**src/hdl/ldpc_enc_pkg.sv**
```systemverilog
package ldpc_enc_pkg;

  // --------------------
  // code geometry
  // --------------------

  localparam int cZ      = 8;        // lifting size == data word width
  localparam int cK      = 4;        // systematic words per frame
  localparam int cM      = 2;        // parity words per frame
  localparam int cN      = cK + cM;  // words per codeword
  localparam int cTAG_W  = 4;
  localparam int cADDR_W = 3;        // word address inside one bank

  // --------------------
  // vector types
  // --------------------

  typedef logic [cZ-1:0]      dat_t;   // one lifted word
  typedef logic [cTAG_W-1:0]  tag_t;
  typedef logic [cADDR_W-1:0] addr_t;

  // --------------------
  // base matrix
  // --------------------

  // empty entry, outside the 0..7 shift range
  localparam logic [3:0] cNO_SHIFT = 4'd8;

  // rows are parity words, columns are data words
  // entry is the left rotation applied before the xor
  localparam logic [3:0] cSHIFT [0:cM-1][0:cK-1] = '{
    '{4'd0, 4'd3, cNO_SHIFT, 4'd5},  // parity 0
    '{4'd1, cNO_SHIFT, 4'd6, 4'd2}   // parity 1
  };

  // state machines
  typedef enum logic [1:0] {
    src_idle,  // waiting for sop
    src_data,  // words 1..3
    src_par0,  // parity 0 write
    src_par1   // parity 1 write, bank closes
  } src_state_t;

  typedef enum logic {
    snk_idle,
    snk_read
  } snk_state_t;

endpackage
```
**src/hdl/ldpc_enc_buf_if.sv**
```systemverilog
// write side, source into codeword buffer
interface ldpc_enc_wr_if;
  import ldpc_enc_pkg::*;

  logic  write;  // store wdat at waddr
  addr_t waddr;
  dat_t  wdat;
  tag_t  wtag;   // latched with address 0
  logic  wfull;  // closes the write bank
  logic  ready;  // write bank not full

  modport src  (output write, waddr, wdat, wtag, wfull, input ready);
  modport buff (input write, waddr, wdat, wtag, wfull, output ready);

endinterface

// read side, codeword buffer into sink
interface ldpc_enc_rd_if;
  import ldpc_enc_pkg::*;

  addr_t raddr;
  logic  rempty;  // releases the read bank
  logic  full;    // read bank holds a codeword
  dat_t  rdat;    // one clock after raddr
  tag_t  rtag;

  modport buff (input raddr, rempty, output full, rdat, rtag);
  modport snk  (output raddr, rempty, input full, rdat, rtag);

endinterface

```
**src/hdl/ldpc_enc.sv**
```systemverilog
module ldpc_enc (
  input  logic               iclk,
  input  logic               rst,
  input  logic               isop,
  input  logic               ival,
  input  logic               ieop,
  input  ldpc_enc_pkg::dat_t idat,
  input  ldpc_enc_pkg::tag_t itag,
  output logic               ordy,
  output logic               obusy,
  input  logic               ireq,
  output logic               ofull,
  output logic               osop,
  output logic               oval,
  output logic               oeop,
  output ldpc_enc_pkg::dat_t odat,
  output ldpc_enc_pkg::tag_t otag
);

  ldpc_enc_wr_if wr_if ();  // source -> buffer
  ldpc_enc_rd_if rd_if ();  // buffer -> sink

  // --------------------
  // encoder path
  // --------------------

  ldpc_enc_source u_source (
    .iclk  (iclk),
    .rst   (rst),
    .isop  (isop),
    .ival  (ival),
    .ieop  (ieop),
    .idat  (idat),
    .itag  (itag),
    .ordy  (ordy),
    .obusy (obusy),
    .wr    (wr_if)
  );

  ldpc_enc_buffer u_buffer (
    .iclk (iclk),
    .rst  (rst),
    .wr   (wr_if),
    .rd   (rd_if)
  );

  ldpc_enc_sink u_sink (
    .iclk  (iclk),
    .rst   (rst),
    .ireq  (ireq),
    .ofull (ofull),
    .osop  (osop),
    .oval  (oval),
    .oeop  (oeop),
    .odat  (odat),
    .otag  (otag),
    .rd    (rd_if)
  );

endmodule

```
**src/hdl/ldpc_enc_sink.sv**
```systemverilog
module ldpc_enc_sink (
  input  logic               iclk,
  input  logic               rst,
  input  logic               ireq,
  output logic               ofull,
  output logic               osop,
  output logic               oval,
  output logic               oeop,
  output ldpc_enc_pkg::dat_t odat,
  output ldpc_enc_pkg::tag_t otag,
  ldpc_enc_rd_if.snk         rd
);
  import ldpc_enc_pkg::*;

  snk_state_t state;
  addr_t      cnt;    // word being read
  logic       issue;  // address goes out this cycle
  logic       first;
  logic       last;

  assign issue = ireq && ((state == snk_read) || rd.full);
  assign first = (cnt == '0);
  assign last  = (cnt == addr_t'(cN - 1));

  assign rd.raddr  = cnt;
  assign rd.rempty = issue && last;  // bank free after word 5
  assign ofull     = rd.full;

  // --------------------
  // read sequencer
  // --------------------

  always_ff @(posedge iclk) begin
    if (rst) begin
      state <= snk_idle;
      cnt   <= '0;
    end else if (issue) begin
      state <= last ? snk_idle : snk_read;
      cnt   <= last ? '0 : cnt + 1'b1;
    end
  end

  // align flags with registered rdat
  always_ff @(posedge iclk) begin
    if (rst) begin
      oval <= 1'b0;
      osop <= 1'b0;
      oeop <= 1'b0;
    end else begin
      oval <= issue;
      osop <= issue && first;
      oeop <= issue && last;
    end
  end

  always_ff @(posedge iclk) begin
    if (issue && first) begin
      otag <= rd.rtag;  // held for the whole codeword
    end
  end

  assign odat = rd.rdat;

  // every output word came from a read of a full bank
  a_val_after_read : assert property (@(posedge iclk) disable iff (rst)
    oval |-> $past(rd.full));

endmodule

```
**src/hdl/ldpc_enc_buffer.sv**
```systemverilog
module ldpc_enc_buffer (
  input  logic        iclk,
  input  logic        rst,
  ldpc_enc_wr_if.buff wr,
  ldpc_enc_rd_if.buff rd
);
  import ldpc_enc_pkg::*;

  dat_t       mem      [2][cN];  // two codeword banks
  tag_t       bank_tag [2];
  logic [1:0] bank_full;         // one flag per bank
  logic       wbank;             // bank the source fills
  logic       rbank;             // bank the sink drains

  // --------------------
  // status
  // --------------------

  assign wr.ready = !bank_full[wbank];
  assign rd.full  = bank_full[rbank];
  assign rd.rtag  = bank_tag[rbank];

  always_ff @(posedge iclk) begin
    if (rst) begin
      bank_full <= '0;
      wbank     <= 1'b0;
      rbank     <= 1'b0;
    end else begin
      if (wr.wfull) begin
        bank_full[wbank] <= 1'b1;  // seen by the sink next cycle
        wbank            <= ~wbank;
      end
      if (rd.rempty) begin
        bank_full[rbank] <= 1'b0;
        rbank            <= ~rbank;
      end
    end
  end

  // --------------------
  // storage
  // --------------------

  always_ff @(posedge iclk) begin
    if (wr.write) begin
      mem[wbank][wr.waddr] <= wr.wdat;
    end
    if (wr.write && (wr.waddr == '0)) begin
      bank_tag[wbank] <= wr.wtag;  // tag rides with word 0
    end
  end

  // registered read, one clock latency
  always_ff @(posedge iclk) begin
    rd.rdat <= mem[rbank][rd.raddr];
  end

  // source must respect ready
  a_no_wr_full : assert property (@(posedge iclk) disable iff (rst)
    wr.write |-> !bank_full[wbank]);

  // sink only releases what it holds
  a_no_rempty_empty : assert property (@(posedge iclk) disable iff (rst)
    rd.rempty |-> bank_full[rbank]);

endmodule

```
**src/hdl/ldpc_enc_source.sv**
```systemverilog
module ldpc_enc_source (
  input  logic               iclk,
  input  logic               rst,
  input  logic               isop,
  input  logic               ival,
  input  logic               ieop,
  input  ldpc_enc_pkg::dat_t idat,
  input  ldpc_enc_pkg::tag_t itag,
  output logic               ordy,
  output logic               obusy,
  ldpc_enc_wr_if.src         wr
);
  import ldpc_enc_pkg::*;

  src_state_t state;
  addr_t      cnt;            // index of the next data word
  dat_t       par     [cM];   // running parity
  dat_t       par_add [cM];   // this word's share of each parity
  logic       acc_sop;
  logic       acc_dat;

  // bit b goes to bit (b + s) mod cZ
  function automatic dat_t rotl(dat_t d, logic [2:0] s);
    dat_t r;
    r = (d << s) | (d >> (cZ - int'(s)));
    return r;
  endfunction

  assign ordy    = ((state == src_idle) || (state == src_data)) && wr.ready;
  assign acc_sop = ival && ordy && isop && (state == src_idle);  // word 0
  assign acc_dat = ival && ordy && (state == src_data);          // words 1..3
  assign obusy   = (state != src_idle);

  // --------------------
  // parity accumulation
  // --------------------

  always_comb begin
    for (int j = 0; j < cM; j++) begin
      par_add[j] = '0;
      for (int i = 0; i < cK; i++) begin
        if ((cnt == addr_t'(i)) && (cSHIFT[j][i] != cNO_SHIFT)) begin
          par_add[j] = rotl(idat, cSHIFT[j][i][2:0]);
        end
      end
    end
  end

  always_ff @(posedge iclk) begin
    for (int j = 0; j < cM; j++) begin
      if (acc_sop) begin
        par[j] <= par_add[j];           // new frame drops old parity
      end else if (acc_dat) begin
        par[j] <= par[j] ^ par_add[j];
      end
    end
  end

  // --------------------
  // control
  // --------------------

  always_ff @(posedge iclk) begin
    if (rst) begin
      state <= src_idle;
      cnt   <= '0;
    end else begin
      case (state)
        src_idle: begin
          if (acc_sop) begin
            state <= src_data;
            cnt   <= cnt + 1'b1;
          end
        end
        src_data: begin
          if (acc_dat) begin
            cnt <= ieop ? '0 : cnt + 1'b1;
            if (ieop) state <= src_par0;
          end
        end
        src_par0: state <= src_par1;
        src_par1: state <= src_idle;
        default:  state <= src_idle;
      endcase
    end
  end

  // data words go straight through, parity from the registers
  always_comb begin
    wr.write = acc_sop || acc_dat;
    wr.waddr = cnt;
    wr.wdat  = idat;
    wr.wfull = 1'b0;
    case (state)
      src_par0: begin
        wr.write = 1'b1;
        wr.waddr = addr_t'(cK);
        wr.wdat  = par[0];
      end
      src_par1: begin
        wr.write = 1'b1;
        wr.waddr = addr_t'(cK + 1);
        wr.wdat  = par[1];
        wr.wfull = 1'b1;                // last word, hand bank over
      end
      default: ;
    endcase
  end

  assign wr.wtag = itag;  // buffer keeps it at address 0

  // frame length fixed at cK words
  a_eop_word3 : assert property (@(posedge iclk) disable iff (rst)
    (ival && ordy && ieop) |-> (state == src_data) && (cnt == addr_t'(cK - 1)));

  a_no_val_wo_rdy : assert property (@(posedge iclk) disable iff (rst)
    !(ival && !ordy));

endmodule

```
**config.mk**
```make
export PLATFORM = sky130hd
export DESIGN_NAME = ldpc_enc
export DESIGN_NICKNAME = d
export VERILOG_FILES = /design/src/hdl/ldpc_enc_pkg.sv /design/src/hdl/ldpc_enc_buf_if.sv /design/src/hdl/ldpc_enc.sv /design/src/hdl/ldpc_enc_sink.sv /design/src/hdl/ldpc_enc_buffer.sv /design/src/hdl/ldpc_enc_source.sv
export SDC_FILE = /design/constraint.sdc
export NUM_CORES = 1
export LEC_CHECK = 0
export BUFFER_PORTS_ARGS = -buffer_cell sky130_fd_sc_hd__buf_4
export CORE_ASPECT_RATIO = 2
export CORE_MARGIN = 3
export CORE_UTILIZATION = 60
export DETAILED_ROUTE_END_ITERATION = 10
export PLACE_DENSITY = 0.83
export SYNTH_ARGS = -nofsm -noshare
export SYNTH_HDL_FRONTEND = slang
export SYNTH_SLANG_ARGS = --single-unit
```
**constraint.sdc**
```tcl
create_clock -name iclk -period 4.39 [get_ports iclk]
set_clock_uncertainty 0.05 [all_clocks]
set_input_delay 0.6585 -clock iclk [delete_from_list [all_inputs] [get_ports iclk]]
set_output_delay 0.6585 -clock iclk [all_outputs]
set_load 0.03 [all_outputs]
```
==> results of run 1 <==
-- synth_stat cells (all sizes together), types with 2 or more instances --
cell	n
o31ai	3
a211oi	2
or3	2
dfxtp	25
nor4	4
o21ai	20
nand2b	2
nor2	20
nor3	10
clkbuf	16
nand2	69
mux4	22
o22ai	9
a22oi	24
nand3	2
a21oi	8
mux2i	13
or2	2
mux2	6
buf	6
inv	17
nand3b	2
xor2	18
edfxtp	124
ha	9
-- through the flow --
| stage | utilization [%] | total power [mW] |
|---|---|---|
| 2_1_floorplan | - | 2.65 |
| 3_3_place_gp | 65.8 | 2.95 |
| 3_5_place_dp | 65.8 | 3.00 |
| 4_1_cts | 71.9 | 4.51 |
| 5_1_grt | 71.9 | 4.68 |
| 6_report | 71.9 | 4.49 |
-- area by class of cell --
| class | count | area (µm²) |
|---|---|---|
| clock inverter | 15 | 195 |
| sequential | 149 | 4220 |
| tap | 135 | 169 |
| multi-input combinational | 258 | 1970 |
| inverter | 18 | 67.6 |
| fill | 622 | 2870 |
| timing repair buffer | 39 | 293 |
| clock buffer | 17 | 425 |
-- worst register-to-register path: stages (launching register included) --
cell,delay (ns)
sky130_fd_sc_hd__dfxtp_1,0.43
sky130_fd_sc_hd__inv_1,0.10
sky130_fd_sc_hd__ha_1,0.34
sky130_fd_sc_hd__nor2_1,0.46
sky130_fd_sc_hd__nand4_1,0.39
sky130_fd_sc_hd__nor3_1,0.94
-- how the worst max path moves through the flow --
stage / from / to / slack, ns
3_5_place_dp: u_source.state[0]$_SDFFE_PP0P_ / u_buffer.mem[0][26]$_DFFE_PP_ / 1.32
6_report: u_source.state[0]$_SDFFE_PP0P_ / u_buffer.mem[0][29]$_DFFE_PP_ / 1.29
4_1_cts: u_source.state[0]$_SDFFE_PP0P_ / u_buffer.mem[0][29]$_DFFE_PP_ / 1.32
2_1_floorplan: u_source.state[0]$_SDFFE_PP0P_ / u_buffer.mem[0][40]$_DFFE_PP_ / 1.66
3_3_place_gp: u_buffer.wbank$_SDFFE_PP0P_ / u_buffer.mem[0][38]$_DFFE_PP_ / 1.43
5_1_grt: u_source.state[0]$_SDFFE_PP0P_ / u_buffer.mem[0][31]$_DFFE_PP_ / 1.09
-- flip-flops by register name (all words and copies together) (netlist names), named ones only --
register / flops
u_sink.otag: 4
u_sink.oval: 1
u_buffer.bank_full: 2
u_buffer.rbank: 1
u_buffer.mem: 96
u_sink.state: 1
u_source.state: 2
u_source.par: 16
u_sink.osop: 1
u_buffer.wbank: 1
u_sink.rd.raddr: 3
u_buffer.rd.rdat: 8
u_sink.oeop: 1
u_source.cnt: 3
u_buffer.bank_tag: 8
-- where the power goes --
part | leakage [nW] | internal (mW) | switching, mW
Clock | 0.296 | 0.911 | 0.592
Sequential | 1.33 | 1.86 | 0.0943
Combinational | 0.872 | 0.350 | 0.684
Total | 2.50 | 3.12 | 1.37
-- cell families (layout without fill, tap and decap cells) --
logic type | after synthesis | count (layout) | share of synthesized area [%]
adder cells (fa/ha/maj) | 9 | 9 | 1.77
XOR/XNOR | 19 | 19 | 2.62
multiplexers | 41 | 41 | 11.0
AND/OR/NAND/NOR | 118 | 118 | 8.34
AO/OA/AOI/OAI | 71 | 71 | 7.28
flip-flops | 149 | 149 | 66.6
buffers and inverters | 40 | 89 | 2.44
-- metal layers --
| layer | vias to the layer above | GRT usage [%] | part of all wire [%] |
|---|---|---|---|
| li1 | 1759 | - | - |
| met1 | 1878 | 26.6 | 35 |
| met2 | 136 | 44.9 | 58 |
| met3 | 31 | 5.00 | 3.8 |
| met4 | 0 | 9.89 | 2.8 |
| met5 | - | 0 | 0 |
==> summary.txt, run 1 <==
Layout
  • Post-layout instance area: 7340 µm²
  • Share of cells above drive strength 1: 21.6%
  • Layout net count: 510
  • Antenna fix cells: 0
  • P&R area growth vs syn: 15.7%
  • Commonest non-fill, non-tap cells in the layout: 124 x sky130_fd_sc_hd__edfxtp_1, 69 x sky130_fd_sc_hd__nand2_1, 39 x sky130_fd_sc_hd__buf_4
  • Count of placed standard cells in the final layout, fillers left out: 631
  • Most common cell after layout, fill and taps aside: sky130_fd_sc_hd__edfxtp_1

Route
  • Detailed-route wire length per cell: 21.1 µm
  • Vias: 3,804
  • Initial drt markers: 386
  • Post-route DRC violation count: 0
  • Number of detailed-routing iterations run before antenna repair: 6
  • Residual antenna-violating net count after detailed routing: 0
  • Post-Route WL: 13,300 µm
  • Number of vias per cell: 6.03

GRT
  • Initial antenna violation count: 0
  • Maximum number of pins on one net before global-route repair: 28
  • Leftover overflow at the end of global routing: 0
  • Global-route wire length before repair: 21,100 µm
  • Gr usage total: 24.3%
  • Via count of the first global-routing pass: 3,860

Clock tree
  • Number of cells upsized or downsized after cts: 0
  • Number of clock sinks seen by CTS: 149
  • Number of clock buffers inserted by TritonCTS: 17
  • Deepest level of the CTS H-tree: 4
  • Register clock-pin slew on the reported worst setup and hold paths: 0.06 ns
  • Maximum number of buffers from clock root to sink: 2
  • Master cell of the clock root buffer: sky130_fd_sc_hd__clkbuf_16
  • Number of buffers inserted for hold repair after clock tree synthesis: 0
  • Post-CTS Setup Bufs: 0
  • TritonCTS clock tree: yes
  • Worst-skew pair later-pin latency: 0.41 ns

Worst setup path
  • Startpoint of the worst-slack reg-to-reg timing path: u_source.state[0]$_SDFFE_PP0P_
  • Kind of cell adding the most delay to the critical path: simple AND/OR/NAND/NOR gates
  • Crit path cell chain: inv_1 -> ha_1 -> nor2_1 -> nand4_1 -> nor3_1
  • Data arrival time at the worst-slack endpoint: 3.08 ns
  • Worst stage delay on the critical path: 0.94 ns
  • Stages on worst setup path: 5
  • Worst Setup Path Type: reg2reg
  • Element type at the critical path end: register
  • Maximum fanout along the worst path: 11
  • Req. time, crit path: 4.36 ns
  • Worst Reg2Reg Path Length in Cells: 5
  • Slowest cell on the critical path: sky130_fd_sc_hd__nor3_1
  • Buffers & Inverters on Critical Path: 1
  • Setup slack of the worst register-to-register path: 1.29 ns
  • Kind of start point of the critical path: register
  • Capture point of the worst reg-to-reg path: u_buffer.mem[0][29]$_DFFE_PP_

Placed design
  • Buffers added on ports: 35
  • Placed Instance Area: 6720 µm²
  • Dpl hpwl: 9300 µm
  • GPL Wtd Cong: 0.868
  • Setup WS pre-CTS: 1.32 ns
  • Total placed cells including tap cells: 599

Synth
  • Number of enable-type register cells in the synthesized netlist: 124
  • #FFs+latches synth: 149
  • Leading cell types by total area after synthesis: sky130_fd_sc_hd__edfxtp_1 59%, sky130_fd_sc_hd__dfxtp_1 7.9%, sky130_fd_sc_hd__mux4_2 7.8%
  • Sequential element share of the synthesized area: 66.6%
  • Share of the synthesized area in the top cell type: 58.7%
  • Avg Synthesized Cell Area: 14.2 µm²
  • Post-synthesis instance total: 447
  • Main flop type after synthesis: sky130_fd_sc_hd__edfxtp_1
  • Syn Nets: 474
  • Cell Area, Synth: 6350 µm²
  • Cell variety after synth: 43
  • Asr flop ratio synth: 0%
  • Most area-hungry cell type in the Yosys netlist: sky130_fd_sc_hd__edfxtp_1
  • Synthesis warning total: 0

Timing
  • Final setup vio count: 0
  • Final period demand of the worst path: 3.10 ns
  • Worst slew margin relative to its limit: 20.8%
  • Maximum achievable frequency: 322 MHz
  • Worst hold slack after final layout: 0.382 ns
  • Final worst setup slack: 1.29 ns
  • Least-Margin Pin Slew: 1.18 ns
  • Post-route fraction of the period consumed by the critical path: 70.7%
  • Slew Limit Fails: 0
  • Setup TNS: 0 ns
  • Hold Violations, Final: 0
  • RSZ-0062 raised after global routing: no

Power and ir drop
  • Cell area power density: 612 nW/µm²
  • Leak Pwr: 2.50 nW
  • Worst VDD drop: 0.624 mV

Min path
  • Worst Min Path Start: itag[3]
  • Min-Delay Path Depth: 1
  • Class of the tightest hold or removal check: in2reg
  • End point of the most critical hold path: u_buffer.bank_tag[1][3]$_DFFE_PP_

Floorplan
  • Number of cell rows: 52
  • # IOs: 36
  • Initial Util: 62.1%
  • Horizontal extent of the die: 78.7 µm
  • Area of the die: 11,900 µm²
  • Die extent in y: 151 µm
  • Core region area: 10,200 µm²

Job
  • Number of max-cap violations: 0

Run status
  • Status: completed
Power figures use the tool's default switching activity.
==> inputs of run 2 (changes only) <==
Settings changed: CORE_UTILIZATION 60 to 55, PLACE_DENSITY 0.83 to 0.8.
Clock period 4.39 ns to 2.67 ns, I/O delays scaled along.
==> run 2 against run 1 <==
Against the previous run:
- combinational power is 69% higher
- clock power rose by 48%
- register-to-register slack worse by 1.1 ns
- critical endpoint is now u_buffer.mem[0][20]$_DFFE_PP_
- largest cell class unchanged
- final area up 1.2%
- highest routed layer unchanged
- global-route usage fell by 1.4 points
- flip-flop and latch count unchanged
- die area grew 8.6%
==> summary.txt, run 2 (same netlist as run 1, synthesis figures left out) <==
Run status
  • Status: completed

Clock tree
  • Maximum number of buffers from clock root to sink: 2 (unchanged)
  • Number of buffers inserted for hold repair after clock tree synthesis: 0 (unchanged)
  • Deepest level of the CTS H-tree: 4 (unchanged)
  • Post-CTS Setup Bufs: 0 (unchanged)
  • Worst-skew pair later-pin latency: 0.42 ns (about the same)
  • Master cell of the clock root buffer: sky130_fd_sc_hd__clkbuf_16
  • Number of clock sinks seen by CTS: 149 (unchanged)
  • Number of clock buffers inserted by TritonCTS: 17 (unchanged)
  • TritonCTS clock tree: yes
  • Number of cells upsized or downsized after cts: 0 (unchanged)
  • Register clock-pin slew on the reported worst setup and hold paths: 0.06 ns (about the same)

Worst setup path
  • Data arrival time at the worst-slack endpoint: 2.51 ns (-0.57 ns)
  • Req. time, crit path: 2.74 ns (-1.62 ns)
  • Startpoint of the worst-slack reg-to-reg timing path: u_source.state[1]$_SDFFE_PP0P_
  • Capture point of the worst reg-to-reg path: u_buffer.mem[0][20]$_DFFE_PP_
  • Buffers & Inverters on Critical Path: 2 (+1)
  • Element type at the critical path end: register
  • Crit path cell chain: inv_1 -> ha_1 -> nor2_1 -> or3_1 -> or4_4 -> nor3_2 -> buf_4
  • Maximum fanout along the worst path: 8 (-3)
  • Worst Reg2Reg Path Length in Cells: 7 (+2)
  • Kind of start point of the critical path: register
  • Worst stage delay on the critical path: 0.54 ns (-0.40 ns)
  • Kind of cell adding the most delay to the critical path: simple AND/OR/NAND/NOR gates
  • Setup slack of the worst register-to-register path: 0.23 ns (-1.06 ns)
  • Worst Setup Path Type: reg2reg
  • Slowest cell on the critical path: sky130_fd_sc_hd__or4_4

GRT
  • Maximum number of pins on one net before global-route repair: 28 (unchanged)
  • Initial antenna violation count: 0 (unchanged)
  • Leftover overflow at the end of global routing: 0 (unchanged)
  • Via count of the first global-routing pass: 3,959 (+2.6%)
  • Global-route wire length before repair: 21,100 µm (about the same)
  • Gr usage total: 22.8% (-1.4 points)

Floorplan
  • Horizontal extent of the die: 82.0 µm (+4.1%)
  • Die extent in y: 158 µm (+4.3%)
  • Area of the die: 12,900 µm² (+8.6%)
  • Number of cell rows: 54 (+3.8%)
  • Initial Util: 57.3% (-4.9 points)
  • Core region area: 11,100 µm² (+8.5%)
  • # IOs: 36 (unchanged)

Timing
  • Maximum achievable frequency: 410 MHz (+27%)
  • Final setup vio count: 0 (unchanged)
  • RSZ-0062 raised after global routing: no
  • Hold Violations, Final: 0 (unchanged)
  • Least-Margin Pin Slew: 0.960 ns (-0.219 ns)
  • Final period demand of the worst path: 2.44 ns (-0.663 ns)
  • Setup TNS: 0 ns (unchanged)
  • Post-route fraction of the period consumed by the critical path: 91.4% (+21 points)
  • Slew Limit Fails: 0 (unchanged)
  • Worst hold slack after final layout: 0.119 ns (-0.263 ns)
  • Worst slew margin relative to its limit: 35.7% (+15 points)

Power and ir drop
  • Worst VDD drop: 0.767 mV (+23%)
  • Leak Pwr: 2.56 nW (+2.3%)
  • Cell area power density: 962 nW/µm² (+57%)

Route
  • Number of detailed-routing iterations run before antenna repair: 4 (-2)
  • Vias: 3,851 (+1.2%)
  • Detailed-route wire length per cell: 20.4 µm (-3.4%)
  • Number of vias per cell: 5.90 (-2.2%)
  • Residual antenna-violating net count after detailed routing: 0 (unchanged)
  • Post-Route WL: 13,300 µm (about the same)
  • Post-route DRC violation count: 0 (unchanged)
  • Initial drt markers: 258 (-33%)

Layout
  • Number of flip-flops under the largest register name: 96 (unchanged)
  • Share of cells above drive strength 1: 24.2% (+2.6 points)
  • Commonest non-fill, non-tap cells in the layout: 124 x sky130_fd_sc_hd__edfxtp_1, 69 x sky130_fd_sc_hd__nand2_1, 55 x sky130_fd_sc_hd__buf_4
  • Antenna fix cells: 0 (unchanged)
  • Register with the highest flop count: u_buffer.mem
  • Layout net count: 527 (+3.3%)
  • Registers with the most flip-flops: u_buffer.mem: 96 flops, u_source.par: 16 flops
  • P&R area growth vs syn: 17.1%
  • Most common cell after layout, fill and taps aside: sky130_fd_sc_hd__edfxtp_1

Min path
  • Min-Delay Path Depth: 1 (unchanged)
  • Class of the tightest hold or removal check: in2reg
  • End point of the most critical hold path: u_buffer.bank_tag[1][2]$_DFFE_PP_
  • Worst Min Path Start: itag[2]

Job
  • Number of max-cap violations: 0 (unchanged)

Placed design
  • Buffers added on ports: 35 (unchanged)
  • GPL Wtd Cong: 0.808 (-7.0%)
  • Dpl hpwl: 9670 µm (+4.0%)
-- run 2: changes by cell type in the layout (fill, tap and decap cells not counted), sizes merged --
cell,delta
buf,+17
bufinv,-2
clkinv,+2
clkinvlp,+1
inv,-1
-- run 2: per-stage QoR --
stage          area (µm²)  power [mW]  setup slack [ns]  std cells  util, %
2_1_floorplan        6350        4.36             0.109        447        -
3_3_place_gp         6870        4.87             0.283        621     62.0
3_5_place_dp         6870        4.98             0.184        621     62.0
4_1_cts              7430        7.18             0.164        653     67.0
5_1_grt              7430        7.47            0.0627        653     67.1
6_report             7430        7.15             0.230        653     67.1
-- run 2: final cells by class --
type / count / area (µm²)
Sequential cell: 149 / 4220
Fill cell: 782 / 3650
Multi-Input combinational cell: 258 / 1980
Timing Repair Buffer: 56 / 433
Clock buffer: 17 / 425
Tap cell: 140 / 175
Clock inverter: 15 / 129
Inverter: 18 / 67.6
-- run 2: worst max path at each step --
stage	cells past startpoint	from	to	slack, ns
floorplan	6	u_source.state[1]$_SDFFE_PP0P_	u_buffer.mem[0][32]$_DFFE_PP_	0.11
global placement	7	u_source.state[1]$_SDFFE_PP0P_	u_buffer.mem[0][32]$_DFFE_PP_	0.28
detailed placement	7	u_source.state[1]$_SDFFE_PP0P_	u_buffer.mem[0][38]$_DFFE_PP_	0.18
CTS	7	u_source.state[1]$_SDFFE_PP0P_	u_buffer.mem[0][16]$_DFFE_PP_	0.16
global route	7	u_source.state[1]$_SDFFE_PP0P_	u_buffer.mem[0][38]$_DFFE_PP_	0.06
finish	7	u_source.state[1]$_SDFFE_PP0P_	u_buffer.mem[0][20]$_DFFE_PP_	0.23
-- run 2: power by group --
| group | internal [mW] | switching (mW) |
|---|---|---|
| Combinational | 0.616 | 1.12 |
| Sequential | 3.06 | 0.132 |
| Clock | 1.28 | 0.939 |
-- run 2: per-layer routing --
layer	vias up	global-route usage, %	part of all wire, %
met3	31	3.82	3.5
met5	-	0	0
li1	1798	-	-
met2	111	42.2	58
met1	1911	23.8	35
met4	0	12.0	3.7
